$ cat config.mk
export PLATFORM = sky130hd
export DESIGN_NAME = dc_control_top
export DESIGN_NICKNAME = d
export VERILOG_FILES = /design/src/design/dc_control_pkg.sv /design/src/design/dc_control_top.sv /design/src/design/status_led.sv /design/src/design/led_glow.sv /design/src/design/event_counters.sv /design/src/design/reset_hold.sv /design/src/design/control_regs.sv
export SDC_FILE = /design/constraint.sdc
export NUM_CORES = 1
export LEC_CHECK = 0
export ABC_CLOCK_PERIOD_IN_PS = 2300
export BUFFER_PORTS_ARGS = -buffer_cell sky130_fd_sc_hd__buf_2
export CAP_MARGIN = 20
export CORE_AREA = 2 2 188 172
export CTS_BUF_LIST = sky130_fd_sc_hd__clkbuf_4 sky130_fd_sc_hd__clkbuf_8
export DETAILED_ROUTE_END_ITERATION = 10
export DIE_AREA = 0 0 190 174
export PLACE_DENSITY = 0.61
export SLEW_MARGIN = 20
export SYNTH_ARGS = -nofsm -noshare
export SYNTH_HDL_FRONTEND = slang
export SYNTH_HIERARCHICAL = 1
export SYNTH_SLANG_ARGS = --single-unit
$ cat constraint.sdc
create_clock -name control_clock -period 2.3 [get_ports control_clock]
set_input_delay 0.46 -clock control_clock [delete_from_list [all_inputs] [get_ports control_clock]]
set_output_delay 0.46 -clock control_clock [all_outputs]
set_load 0.05 [all_outputs]
$ cat src/design/dc_control_pkg.sv
`default_nettype none

package dc_control_pkg;

    ////////////////////////////////////////////////////
    // bus and counter widths
    localparam int axi_addr_width = 8;
    localparam int axi_data_width = 32;
    localparam int count_width = 32;

    ////////////////////////////////////////////////////
    // timing defaults, taken from the board
    localparam int default_hold_cycles = 32_000_000;
    localparam int default_slow_glow_bit = 26;
    localparam int default_fast_glow_bit = 22;
    // fast glow on/off gating in force-generate state
    localparam int blink_bit = 24;

    ////////////////////////////////////////////////////
    // register map
    localparam logic [axi_addr_width-1:0] addr_control = 8'h00;
    localparam logic [axi_addr_width-1:0] addr_status = 8'h04;
    localparam logic [axi_addr_width-1:0] addr_pll54_loss = 8'h08;
    localparam logic [axi_addr_width-1:0] addr_hdmi_loss = 8'h0C;
    localparam logic [axi_addr_width-1:0] addr_resync = 8'h10;

    // decoded register select
    typedef enum logic [2:0] {
        sel_control,
        sel_status,
        sel_pll54_loss,
        sel_hdmi_loss,
        sel_resync,
        sel_none
    } reg_sel_t;

    // value 3 is treated like led_opt_reset
    typedef enum logic [1:0] {
        led_status = 2'd0,
        led_opt_reset = 2'd1,
        led_dc_reset = 2'd2
    } led_mode_t;

    typedef enum logic [1:0] {
        resp_okay = 2'd0,
        resp_slverr = 2'd2,
        resp_decerr = 2'd3
    } axi_resp_t;

endpackage

`default_nettype wire
$ cat src/design/dc_control_top.sv
`timescale 1ns/1ps
`default_nettype none

module dc_control_top #(
    parameter int hold_cycles = dc_control_pkg::default_hold_cycles,
    parameter int slow_glow_bit = dc_control_pkg::default_slow_glow_bit,
    parameter int fast_glow_bit = dc_control_pkg::default_fast_glow_bit
) (
    input wire control_clock,
    input wire reset_dc,

    input wire [dc_control_pkg::axi_addr_width-1:0] awaddr,
    input wire awvalid,
    output logic awready,
    input wire [dc_control_pkg::axi_data_width-1:0] wdata,
    input wire wvalid,
    output logic wready,
    output dc_control_pkg::axi_resp_t bresp,
    output logic bvalid,
    input wire bready,
    input wire [dc_control_pkg::axi_addr_width-1:0] araddr,
    input wire arvalid,
    output logic arready,
    output logic [dc_control_pkg::axi_data_width-1:0] rdata,
    output dc_control_pkg::axi_resp_t rresp,
    output logic rvalid,
    input wire rready,

    input wire pll54_locked,
    input wire pll_hdmi_locked,
    input wire resync,
    input wire force_generate,
    input wire hdmi_tx_ready,
    output logic dc_nreset,
    output logic opt_nreset,
    output logic status_led_n
);

    import dc_control_pkg::*;

    logic dc_reset_request;
    logic opt_reset_request;
    led_mode_t led_mode;
    logic [count_width-1:0] pll54_loss_count;
    logic [count_width-1:0] hdmi_loss_count;
    logic [count_width-1:0] resync_count;
    logic pll_hdmi_ready;
    logic resync_level;
    logic force_generate_level;
    logic slow_glow;
    logic fast_glow;

    ////////////////////////////////////////////////////
    // register decode
    control_regs control_regs_i (
        .control_clock(control_clock),
        .reset_dc(reset_dc),
        .awaddr(awaddr),
        .awvalid(awvalid),
        .awready(awready),
        .wdata(wdata),
        .wvalid(wvalid),
        .wready(wready),
        .bresp(bresp),
        .bvalid(bvalid),
        .bready(bready),
        .araddr(araddr),
        .arvalid(arvalid),
        .arready(arready),
        .rdata(rdata),
        .rresp(rresp),
        .rvalid(rvalid),
        .rready(rready),
        .dc_nreset(dc_nreset),
        .opt_nreset(opt_nreset),
        .pll_hdmi_ready(pll_hdmi_ready),
        .hdmi_tx_ready(hdmi_tx_ready),
        .resync_level(resync_level),
        .force_generate_level(force_generate_level),
        .pll54_loss_count(pll54_loss_count),
        .hdmi_loss_count(hdmi_loss_count),
        .resync_count(resync_count),
        .dc_reset_request(dc_reset_request),
        .opt_reset_request(opt_reset_request),
        .led_mode(led_mode)
    );

    ////////////////////////////////////////////////////
    // console and optical drive resets
    reset_hold #(.hold_cycles(hold_cycles)) dc_reset_hold_i (
        .control_clock(control_clock),
        .reset_dc(reset_dc),
        .request(dc_reset_request),
        .nreset(dc_nreset)
    );

    reset_hold #(.hold_cycles(hold_cycles)) opt_reset_hold_i (
        .control_clock(control_clock),
        .reset_dc(reset_dc),
        .request(opt_reset_request),
        .nreset(opt_nreset)
    );

    event_counters event_counters_i (
        .control_clock(control_clock),
        .reset_dc(reset_dc),
        .pll54_locked(pll54_locked),
        .pll_hdmi_locked(pll_hdmi_locked),
        .resync(resync),
        .force_generate(force_generate),
        .pll54_loss_count(pll54_loss_count),
        .hdmi_loss_count(hdmi_loss_count),
        .resync_count(resync_count),
        .pll_hdmi_ready(pll_hdmi_ready),
        .resync_level(resync_level),
        .force_generate_level(force_generate_level)
    );

    ////////////////////////////////////////////////////
    // status LED
    led_glow #(.glow_bit(slow_glow_bit)) slow_glow_i (
        .control_clock(control_clock),
        .reset_dc(reset_dc),
        .glow(slow_glow)
    );

    led_glow #(.glow_bit(fast_glow_bit)) fast_glow_i (
        .control_clock(control_clock),
        .reset_dc(reset_dc),
        .glow(fast_glow)
    );

    status_led status_led_i (
        .control_clock(control_clock),
        .reset_dc(reset_dc),
        .led_mode(led_mode),
        .pll_hdmi_ready(pll_hdmi_ready),
        .resync_level(resync_level),
        .force_generate_level(force_generate_level),
        .hdmi_tx_ready(hdmi_tx_ready),
        .slow_glow(slow_glow),
        .fast_glow(fast_glow),
        .dc_nreset(dc_nreset),
        .opt_nreset(opt_nreset),
        .status_led_n(status_led_n)
    );

endmodule

`default_nettype wire

$ cat src/design/status_led.sv
`timescale 1ns/1ps
`default_nettype none

module status_led (
    input wire control_clock,
    input wire reset_dc,
    input wire dc_control_pkg::led_mode_t led_mode,
    input wire pll_hdmi_ready,
    input wire resync_level,
    input wire force_generate_level,
    input wire hdmi_tx_ready,
    input wire slow_glow,
    input wire fast_glow,
    input wire dc_nreset,
    input wire opt_nreset,
    output logic status_led_n
);

    import dc_control_pkg::*;

    logic [blink_bit:0] blink_count;
    logic status_next;

    // board state priority, LED is active low
    always_comb begin
        if (!pll_hdmi_ready) begin
            status_next = 1'b1;
        end else if (resync_level) begin
            status_next = ~fast_glow;
        end else if (force_generate_level) begin
            status_next = blink_count[blink_bit] ? ~fast_glow : 1'b1;
        end else if (hdmi_tx_ready) begin
            status_next = 1'b0;
        end else begin
            status_next = ~slow_glow;
        end
    end

    always_ff @(posedge control_clock) begin
        if (reset_dc) begin
            blink_count <= '0;
            status_led_n <= 1'b1;
        end else begin
            blink_count <= blink_count + 1'b1;
            case (led_mode)
                led_status: status_led_n <= status_next;
                led_dc_reset: status_led_n <= dc_nreset;
                // mode 3 falls in here as well
                default: status_led_n <= opt_nreset;
            endcase
        end
    end

endmodule

`default_nettype wire

$ cat src/design/led_glow.sv
`timescale 1ns/1ps
`default_nettype none

module led_glow #(
    parameter int glow_bit = dc_control_pkg::default_slow_glow_bit
) (
    input wire control_clock,
    input wire reset_dc,
    output logic glow
);

    logic [glow_bit:0] glow_count;
    logic [3:0] intensity;
    logic [4:0] glow_acc;

    // top bit picks ramp up or ramp down
    assign intensity = glow_count[glow_bit] ? ~glow_count[glow_bit-1 -: 4]
                                            : glow_count[glow_bit-1 -: 4];

    always_ff @(posedge control_clock) begin
        if (reset_dc) begin
            glow_count <= '0;
            glow_acc <= '0;
        end else begin
            glow_count <= glow_count + 1'b1;
            // first-order delta-sigma, carry is the pwm output
            glow_acc <= {1'b0, glow_acc[3:0]} + {1'b0, intensity};
        end
    end

    assign glow = glow_acc[4];

endmodule

`default_nettype wire

$ cat src/design/event_counters.sv
`timescale 1ns/1ps
`default_nettype none

module event_counters (
    input wire control_clock,
    input wire reset_dc,
    input wire pll54_locked,
    input wire pll_hdmi_locked,
    input wire resync,
    input wire force_generate,
    output logic [dc_control_pkg::count_width-1:0] pll54_loss_count,
    output logic [dc_control_pkg::count_width-1:0] hdmi_loss_count,
    output logic [dc_control_pkg::count_width-1:0] resync_count,
    output logic pll_hdmi_ready,
    output logic resync_level,
    output logic force_generate_level
);

    import dc_control_pkg::*;

    // bit order: force_generate, resync, pll_hdmi_locked, pll54_locked
    logic [3:0] sync_meta;
    logic [3:0] sync_level;
    logic [2:0] sync_prev;

    logic pll54_loss;
    logic hdmi_loss;
    logic resync_rise;

    ////////////////////////////////////////////////////
    // two-stage synchronizers
    always_ff @(posedge control_clock) begin
        if (reset_dc) begin
            sync_meta <= '0;
            sync_level <= '0;
            sync_prev <= '0;
        end else begin
            sync_meta <= {force_generate, resync, pll_hdmi_locked, pll54_locked};
            sync_level <= sync_meta;
            sync_prev <= sync_level[2:0];
        end
    end

    // lock losses are falling edges
    assign pll54_loss = sync_prev[0] && !sync_level[0];
    assign hdmi_loss = sync_prev[1] && !sync_level[1];
    assign resync_rise = !sync_prev[2] && sync_level[2];

    assign pll_hdmi_ready = sync_level[1];
    assign resync_level = sync_level[2];
    assign force_generate_level = sync_level[3];

    ////////////////////////////////////////////////////
    // event counters
    always_ff @(posedge control_clock) begin
        if (reset_dc) begin
            pll54_loss_count <= '0;
            hdmi_loss_count <= '0;
            resync_count <= '0;
        end else begin
            if (pll54_loss) begin
                pll54_loss_count <= pll54_loss_count + 1'b1;
            end
            if (hdmi_loss) begin
                hdmi_loss_count <= hdmi_loss_count + 1'b1;
            end
            if (resync_rise) begin
                resync_count <= resync_count + 1'b1;
            end
        end
    end

endmodule

`default_nettype wire

$ cat src/design/reset_hold.sv
`timescale 1ns/1ps
`default_nettype none

module reset_hold #(
    parameter int hold_cycles = dc_control_pkg::default_hold_cycles
) (
    input wire control_clock,
    input wire reset_dc,
    input wire request,
    output logic nreset
);

    localparam int hold_width = $clog2(hold_cycles + 1);

    // cycles left after the current one
    logic [hold_width-1:0] hold_count;

    always_ff @(posedge control_clock) begin
        if (reset_dc) begin
            hold_count <= '0;
            nreset <= 1'b1;
        end else if (request) begin
            // restart even when a hold is running
            hold_count <= hold_width'(hold_cycles - 1);
            nreset <= 1'b0;
        end else if (hold_count != '0) begin
            hold_count <= hold_count - 1'b1;
        end else begin
            nreset <= 1'b1;
        end
    end

endmodule

`default_nettype wire

$ cat src/design/control_regs.sv
`timescale 1ns/1ps
`default_nettype none

module control_regs (
    input wire control_clock,
    input wire reset_dc,

    input wire [dc_control_pkg::axi_addr_width-1:0] awaddr,
    input wire awvalid,
    output logic awready,
    input wire [dc_control_pkg::axi_data_width-1:0] wdata,
    input wire wvalid,
    output logic wready,
    output dc_control_pkg::axi_resp_t bresp,
    output logic bvalid,
    input wire bready,

    input wire [dc_control_pkg::axi_addr_width-1:0] araddr,
    input wire arvalid,
    output logic arready,
    output logic [dc_control_pkg::axi_data_width-1:0] rdata,
    output dc_control_pkg::axi_resp_t rresp,
    output logic rvalid,
    input wire rready,

    input wire dc_nreset,
    input wire opt_nreset,
    input wire pll_hdmi_ready,
    input wire hdmi_tx_ready,
    input wire resync_level,
    input wire force_generate_level,
    input wire [dc_control_pkg::count_width-1:0] pll54_loss_count,
    input wire [dc_control_pkg::count_width-1:0] hdmi_loss_count,
    input wire [dc_control_pkg::count_width-1:0] resync_count,

    output logic dc_reset_request,
    output logic opt_reset_request,
    output dc_control_pkg::led_mode_t led_mode
);

    import dc_control_pkg::*;

    function automatic reg_sel_t decode(input logic [axi_addr_width-1:0] addr);
        reg_sel_t sel;
        case (addr)
            addr_control: sel = sel_control;
            addr_status: sel = sel_status;
            addr_pll54_loss: sel = sel_pll54_loss;
            addr_hdmi_loss: sel = sel_hdmi_loss;
            addr_resync: sel = sel_resync;
            default: sel = sel_none;
        endcase
        return sel;
    endfunction

    reg_sel_t write_sel;
    reg_sel_t read_sel;
    logic write_fire;
    logic read_fire;
    logic [axi_data_width-1:0] read_word;
    axi_resp_t read_resp;

    assign write_sel = decode(awaddr);
    assign read_sel = decode(araddr);
    assign write_fire = awready && awvalid && wready && wvalid;
    assign read_fire = arready && arvalid;

    // self-clearing requests, only from CONTROL
    assign dc_reset_request = write_fire && (write_sel == sel_control) && wdata[0];
    assign opt_reset_request = write_fire && (write_sel == sel_control) && wdata[1];

    ////////////////////////////////////////////////////
    // write channel
    always_ff @(posedge control_clock) begin
        if (reset_dc) begin
            awready <= 1'b0;
            wready <= 1'b0;
            bvalid <= 1'b0;
            led_mode <= led_status;
        end else begin
            awready <= 1'b0;
            wready <= 1'b0;
            // accept only when no response is pending
            if (awvalid && wvalid && !bvalid && !awready) begin
                awready <= 1'b1;
                wready <= 1'b1;
            end
            if (write_fire) begin
                bvalid <= 1'b1;
                if (write_sel == sel_control) begin
                    led_mode <= led_mode_t'(wdata[3:2]);
                end
            end else if (bvalid && bready) begin
                bvalid <= 1'b0;
            end
        end
    end

    always_ff @(posedge control_clock) begin
        if (write_fire) begin
            case (write_sel)
                sel_control: bresp <= resp_okay;
                sel_none: bresp <= resp_decerr;
                default: bresp <= resp_slverr;
            endcase
        end
    end

    ////////////////////////////////////////////////////
    // read channel
    always_comb begin
        read_resp = resp_okay;
        case (read_sel)
            sel_control: read_word = {{(axi_data_width - 4){1'b0}}, led_mode, 2'b00};
            sel_status: read_word = {{(axi_data_width - 6){1'b0}},
                                     force_generate_level, resync_level, hdmi_tx_ready,
                                     pll_hdmi_ready, opt_nreset, dc_nreset};
            sel_pll54_loss: read_word = pll54_loss_count;
            sel_hdmi_loss: read_word = hdmi_loss_count;
            sel_resync: read_word = resync_count;
            default: begin
                read_word = '0;
                read_resp = resp_decerr;
            end
        endcase
    end

    always_ff @(posedge control_clock) begin
        if (reset_dc) begin
            arready <= 1'b0;
            rvalid <= 1'b0;
        end else begin
            arready <= arvalid && !rvalid && !arready;
            if (read_fire) begin
                rvalid <= 1'b1;
            end else if (rvalid && rready) begin
                rvalid <= 1'b0;
            end
        end
    end

    // read data holds until the next accepted address
    always_ff @(posedge control_clock) begin
        if (read_fire) begin
            rdata <= read_word;
            rresp <= read_resp;
        end
    end

endmodule

`default_nettype wire

==> results.md, run 1 <==
- The H-tree level count is 2.
- The first-pass iteration count of the detailed router is 5.
- The sum of buffers and inverters on the critical path is 0.
- The flow ran to the end, and the final reports show no timing, DRC or antenna violations.
- The startpoint type of the worst setup path is a register.
- Across every metal layer, demand over resource in global routing totals 19.6%.
- The clock passes through at most 3 buffers.
- The cell area after technology mapping is 13,800 um^2.
- Clock latency on the worst-skew pair, taken at its later pin, is 0.58 ns.
- Subtracting the final worst setup slack from the clock period gives 2.29 ns.
- The post-synthesis sequential area ratio is 43.9%.
- The post-route antenna net violation count is 0.
- The average footprint of a synthesized cell is 8.90 um^2.
- The initial DRC count is 685.
- The area growth from synthesis to layout is 16.1%.
- After detailed routing, the average wire length per cell comes to 15.2 um.
- Synthesis produced 1,554 cells.
- The number of buffer cells added on primary ports is 75.
- The clock sink count is 286.
- The die covers 33,100 um^2.
- The worst setup path is captured at a register.
- For this block, the routed nets add up to 32,300 um of wire.
- In this run the power density over the cells is 867 nW/um^2.
- 104 I/O pins were placed.
- The number of global-route vias before repair is 11,100.
- The cell accounting for the most synthesized area is dfxtp_1.
- The cell chosen for the clock root is clkbuf_8.
- Counting flops and latches in the post-synthesis netlist gives 286.
- The synthesized netlist contains 70 unique library cells.
- The worst setup path category is register to register.
- The fraction of synthesized cell area taken by the top area cell type is 36.3%.
- The number of max-slew violations in the final report is 0.
- The number of synthesis warnings is 6.
- The finished cells cover 16,100 um^2.
- The last weighted congestion value of the routability-driven placer is 0.858.
- The total placed instance area is 14,900 um^2.
- The detailed placer's ending HPWL is 22,500 um.
- The total of max-cap violations is 0.
- The static leakage is 0.00563 uW.
- In the post-synthesis netlist, the biggest area contributors are dfxtp_1, edfxtp_1, a21oi_1.
- For this configuration, the core starts out at a cell density of 44.2%.
- Entering global routing, the biggest net connects 68 pins.
- Traced cell by cell, the critical path runs through or4_4 > or3_4 > a211o_1 > or3b_4 > mux2_4.
- The detail-routed via count per cell is 5.52.
- The initialized floorplan defines 62 standard-cell rows.
- The total CTS buffers is 48.
- The count of endpoints failing hold in the final timing report was 0.
- Setup repair after global routing could not meet its margin everywhere.
- After layout, the worst path uses 99.4% of the clock period.
- For this run, the post-layout net count is 1,754.
- The post-route netlist has 17.4% of its cells at a drive strength greater than 1.
- The number of flops mapped to enable cells by yosys is 35.
- The total overflow left after global routing is 0.
- The path depth of the worst reg2reg path is 5.
- The path type of the worst min-delay path is primary input to register.
- The initial antenna violation count is 2.
- The worst path meets setup with 0.0139 ns of slack.
- The number of buffers inserted for hold repair after clock tree synthesis is 0.
- The most used standard cell by instance count after synthesis is dfxtp_1.
- In this design, the stage delay of the slowest critical-path cell is 0.53 ns.
- The critical path runs through a total of 5 cells.
- The synthesized netlist net count is 1,632.
- The leading register cell type out of synthesis is dfxtp_1.
- The vias after detailed routing is 11,800.
- The core area is 31,300 um^2.
- The global-route wire length before repair is 53,600 um.
- The worst hold path passes through 2 cells.
- Sorting the synthesized cells by how often they occur yields dfxtp_1, nor2_1, a21oi_1.
- The final total negative setup slack is 0 ns.
- The final instance count without filler cells is 2,131.
- The final count of negative-setup-slack endpoints is 0.
- The post-route DRC violation count is 0.
- The horizontal die dimension is 190 um.
- The critical path's slowest cell is or4_4.
- The async set-or-reset flop fraction in the synthesized netlist is 0%.
- TritonCTS built the clock tree.
- The setup skew after layout is 0.0202 ns.
- For the pin with the worst max-slew slack, the measured transition is 0.549 ns.
- Prior to clock tree synthesis, the placed netlist has a worst setup slack of 0.0433 ns.
- Derived from the worst setup path, the maximum achievable clock frequency is 437 MHz.
- The kind of cell adding the most delay to the critical path is simple AND/OR/NAND/NOR gates.
- The highest fanout seen on the critical path is 2.
- The die is 174 um tall.
- For the worst setup path, the data required time is 2.76 ns.
- Across the VDD grid, the largest voltage drop is 0.732 mV.
- The worst hold margin is 0.0802 ns.
- The worst pin sits at a relative slew slack of 63.1%.
- Clock-pin slew was measured on the worst setup and hold paths at 0.06 ns.
- Data arrives at the worst endpoint at 2.75 ns.
- The number of instances in the placed design is 2,040.
routing by layer:
metal / global-route usage [%] / wire (um)
met1: 26.7 / 15400
met3: 4.00 / 1690
met2: 30.6 / 14400
met4: 7.33 / 829
met5: 0 / 0
timing repair:
action,in CTS,in global routing
setup buffers,0,2
gates resized for setup,0,14
hold endpoints to repair,0,0
setup endpoints to repair,0,10
power breakdown:
part	internal [uW]	switching (uW)
combinational	1540	1880
clock	2790	2060
sequential	5350	284
area by class of cell:
| cell class | count | area (um^2) |
|---|---|---|
| fillers | 2933 | 15200 |
| multi-input cells | 1137 | 7170 |
| flip-flops and latches | 286 | 6080 |
| repair buffers | 156 | 1040 |
| clock buffers | 81 | 1020 |
| well taps | 416 | 520 |
| inverters | 47 | 176 |
| clock inverters | 6 | 36.3 |
| diodes | 2 | 5.00 |
path summary, 6_finish.rpt:
| kind | startpoint | endpoint | slack (ns) |
|---|---|---|---|
| setup / recovery | opt_reset_hold_i/hold_count[6] | opt_reset_hold_i/hold_count[20] | 0.01 |
| hold / removal | resync | event_counters_i/sync_meta[2] | 0.08 |
| setup reg to reg | opt_reset_hold_i/hold_count[6] | opt_reset_hold_i/hold_count[20] | 0.01 |
| hold reg to reg | event_counters_i/sync_meta[3] | event_counters_i/sync_level[3] | 0.44 |
cell families (layout without fill, tap and decap cells):
logic type / count (synthesis) / count (layout) / synth area share (%)
mux: 50 / 50 / 3.94
fa+ha+maj: 18 / 18 / 1.74
other cells: 0 / 2 / 0
simple gates: 658 / 658 / 26.3
flops: 286 / 286 / 43.9
buf+inv: 131 / 290 / 4.48
compound gates: 311 / 311 / 13.3
xor+xnor: 100 / 100 / 6.33
layout by cell type (no fill, tap or decap), types with 16 or more instances in the layout:
cell type,Yosys,final
edfxtp_1,35,35
inv_1,47,47
buf_2,11,74
a21oi_1,161,161
nor3_1,45,45
nand4_1,44,44
nand3_1,55,55
nor4_1,36,36
nor2b_1,33,33
nor2_1,176,176
xnor2_1,62,62
xor2_1,38,38
nand2_1,67,67
clkbuf_8,0,66
or3_1,63,59
mux2i_1,33,33
buf_4,7,77
o31ai_1,45,45
dfxtp_1,251,249
o21ai_0,50,50
ha_1,16,16
or4_1,60,59
state kept, by name, summed over array words and instances, names as in the netlist, 4 cells and up:
register,flops
control_regs_i/rdata,32
event_counters_i/hdmi_loss_count,32
event_counters_i/pll54_loss_count,32
event_counters_i/resync_count,32
slow_glow_i/glow_count,27
dc_reset_hold_i/hold_count,25
opt_reset_hold_i/hold_count,25
status_led_i/blink_count,25
fast_glow_i/glow_count,23
fast_glow_i/glow_acc,5
slow_glow_i/glow_acc,5
event_counters_i/sync_level,4
event_counters_i/sync_meta,4
worst reg2reg max path, cell delays in order (launching register included):
cell and delay [ns]:
dfxtp_2 0.32, or4_4 0.53, or3_4 0.34, a211o_1 0.29
or3b_4 0.40, mux2_4 0.30
metrics by stage:
stage                     total power [uW]  utilization (%)
final                                13900             51.3
after global routing                 14700             51.3
after CTS                            13900             51.2
after detailed placement              8980             47.8
after global placement                8950             47.8
after floorplan                       8120                -
Note: power is estimated with default switching activity, not from simulation.
==> run 2, diff against run 1 <==
ABC_CLOCK_PERIOD_IN_PS = 2000   (was 2300)
clock period = 2 ns   (was 2.3 ns; I/O delays follow)
==> results.md, run 2 (same netlist as run 1, synthesis figures left out) <==
- From synthesis to final layout, the design area changed by 30.9%.
- The hold path endpoint is event_counters_i/sync_meta[0].
- The H-tree level count is 2 (unchanged).
- The highest fanout seen on the critical path is 2 (unchanged).
- The number of instances in the placed design was 2,168 (+6.3%).
- The last weighted congestion value of the routability-driven placer was 0.914 (+6.4%).
- The sum of buffers and inverters on the critical path came to 0 (unchanged).
- The final cell utilization of the core was 57.9% (+6.6 points).
- The area of the multi-input gates is 7950 um^2 (+11%).
- The starting utilization of the core area is 44.2% (unchanged).
- The clock latency on the worst-skew pair is 0.59 ns (about the same).
- The maximum achievable frequency is 440 MHz (+0.63%).
- The start point of the worst hold path is pll54_locked.
- The fraction of layout cells with a size suffix above 1 is 29.8% (+12 points).
- CTS placed an instance of clkbuf_8 at the clock tree root.
- The worst hold path stage count is 2 (unchanged).
- The static leakage is 0.00658 uW (+17%).
- The final reports fail on setup timing.
- The pin count of the biggest net entering global routing is 60 (-12%).
- The clock period minus final worst setup slack is 2.27 ns (-0.0142 ns).
- The slack of the worst reg-to-reg path is -0.27 ns (-0.29 ns).
- The height of the die came to 174 um (unchanged).
- The final worst setup slack is -0.272 ns (-0.286 ns).
- The setup skew after layout is 0.0157 ns (-0.00457 ns).
- The critical path's slowest cell is or4_4.
- The total of max-cap violations was 0 (unchanged).
- The most critical setup path has its startpoint at dc_reset_hold_i/hold_count[6].
- The total wirelength of the detailed-routed design is 36,100 um (+12%).
- The run finished, with violations left.
- The number of buffers between clock root and the deepest sink is 3 (unchanged).
- The final instance count without filler cells was 2,288 (+7.4%).
- The row count was 62 (unchanged).
- The data required time at the worst endpoint is 2.48 ns (-0.28 ns).
- The number of diodes added for antenna fixing is 0 (-2).
- The global route total overflow is 0 (unchanged).
- The overall global routing resource usage is 21.0% (+1.5 points).
- The number of global-route vias before repair is 11,900 (+7.6%).
- The full die area was 33,100 um^2 (unchanged).
- The path type of the worst min-delay path is primary input to register.
- The number of primary I/O pins is 104 (unchanged).
- The global-route wire length before repair is 57,800 um (+7.9%).
- The count of endpoints failing hold in the final timing report is 0 (unchanged).
- The number of max-slew violations in the final report is 0 (unchanged).
- The power density relative to cell area was 1030 nW/um^2 (+18%).
- The largest stage delay on the critical path is 0.53 ns (about the same).
- The number of buffer cells added on primary ports is 75 (unchanged).
- The first-pass iteration count of the detailed router is 7 (+2).
- The post-route DRC violation count was 0 (unchanged).
- The number of filler cells placed in the layout was 2,741 (-6.5%).
- The library cell used most frequently in the layout, excluding fill and tap cells, is dfxtp_1.
- The kind of cell adding the most delay to the critical path is simple AND/OR/NAND/NOR gates.
- The final count of negative-setup-slack endpoints is 27 (+27).
- The initial DRC count is 682 (-0.44%).
- The critical path goes through or4_4 > or3_4 > a211o_1 > or3b_1 > mux2_4.
- The critical path is of the register to register type.
- The core area was 31,300 um^2 (unchanged).
- The largest voltage drop on the vdd net was 0.927 mV (+27%).
- The detail-routed via count per cell was 5.52 (about the same).
- The startpoint of the lowest-slack register-to-register path is dc_reset_hold_i/hold_count[6].
- The startpoint type of the worst setup path is a register.
- The vias after detailed routing is 12,600 (+7.5%).
- The clock tree from TritonCTS is built.
- The combined flip-flop and latch cell area is 6100 um^2 (+0.39%).
- The initial antenna violation count was 1 (-1).
- The horizontal die dimension was 190 um (unchanged).
- The post-route clock period utilization is 114% (+14 points).
- The detailed placer's ending HPWL is 24,000 um (+6.5%).
- The clock sink count was 286 (unchanged).
- The relative max-transition margin was 67.3% (+4.2 points).
- The average wire per standard cell is 15.8 um (+3.9%).
- The total CTS buffers came to 50 (+4.2%).
- The data arrival time of the worst path is 2.75 ns (about the same).
- The clock transition at the register clock pins on the worst setup and hold paths after CTS was 0.07 ns (about the same).
- The path depth of the worst reg2reg path is 5 (unchanged).
- Setup repair after global routing could not meet its margin everywhere.
- The final total negative setup slack is -2.46 ns (-2.46 ns).
- The capture instance of the worst register-to-register path is dc_reset_hold_i/hold_count[20].
- The kind of end point of the critical path is a register.
- The number of nets in the final layout came to 1,908 (+8.8%).
- The post-route antenna net violation count is 0 (unchanged).
- The transition at the pin with the smallest max-transition slack is 0.488 ns (-0.0610 ns).
- The top cell types in the final layout, fill and taps aside, are dfxtp_1, buf_4, nor2_1.
run 2: changes by cell type in the layout (fill, tap and decap cells not counted), sizes merged, moves of 2 or more:
cell	change
buf	+146
clkinv	+14
clkbuf	-10
or4	+3
clkinvlp	+2
diode	-2
dlygate4sd3	+2
run 2: final cells by class:
| class | count | share of cell area [%] |
|---|---|---|
| sequential | 286 | 33.7 |
| timing repair buffer | 305 | 12.8 |
| clock inverter | 23 | 0.795 |
| tap | 416 | 2.88 |
| inverter | 47 | 0.975 |
| clock buffer | 71 | 4.95 |
| multi-input combinational | 1140 | 43.9 |
run 2: power by group:
group          leakage (uW)  total, uW  internal (uW)  switching, uW
Combinational       0.00366       6590           3080           3510
Sequential          0.00237       6430           6160            270
Clock              0.000552       5540           3040           2510
Total               0.00658      18600          12300           6290
run 2: worst max path at each step:
| stage | endpoint | cells after the start | slack (ns) |
|---|---|---|---|
| after floorplan | dc_reset_hold_i/hold_count[20] | 6 | -0.33 |
| after global placement | dc_reset_hold_i/hold_count[20] | 5 | -0.24 |
| after detailed placement | dc_reset_hold_i/hold_count[20] | 5 | -0.27 |
| after CTS | opt_reset_hold_i/hold_count[20] | 5 | -0.24 |
| after global routing | opt_reset_hold_i/hold_count[20] | 5 | -0.30 |
| final | dc_reset_hold_i/hold_count[20] | 5 | -0.27 |
run 2: worst register-to-register path, cell delays in order (launching register included):
cell and delay (ns):
dfxtp_2 0.33, or4_4 0.53, or3_4 0.36, a211o_1 0.26, or3b_1 0.38, mux2_4 0.30
run 2: what timing repair did:
| item | in CTS | in global routing |
|---|---|---|
| gates cloned | 1 | 3 |
| hold buffers | 2 | 0 |
| buffers inserted | 7 | 13 |
| pin swaps | 35 | 50 |
| endpoints found under the hold margin | 2 | 0 |
| resized for setup | 59 | 117 |
| endpoints found under the setup margin | 37 | 84 |
run 2: layer usage:
layer / up-vias / routed length (um) / track usage, %
met3: 57 / 1660 / 3.43
li1: 6253 / - / -
met4: 2 / 714 / 6.30
met2: 292 / 17300 / 35.0
met5: - / 16 / 0
met1: 6027 / 16400 / 28.0
run 2: per-stage QoR:
step	worst slack [ns]	instance area [um^2]	total power (uW)	hold WS, ns
5_1_grt	-0.298	18100	19500	0.0349
6_report	-0.272	18100	18600	0.0314
3_5_place_dp	-0.271	16000	11100	0.428
3_3_place_gp	-0.242	16000	11100	0.423
4_1_cts	-0.238	17400	17500	0.00199
2_1_floorplan	-0.334	13900	9400	0.414
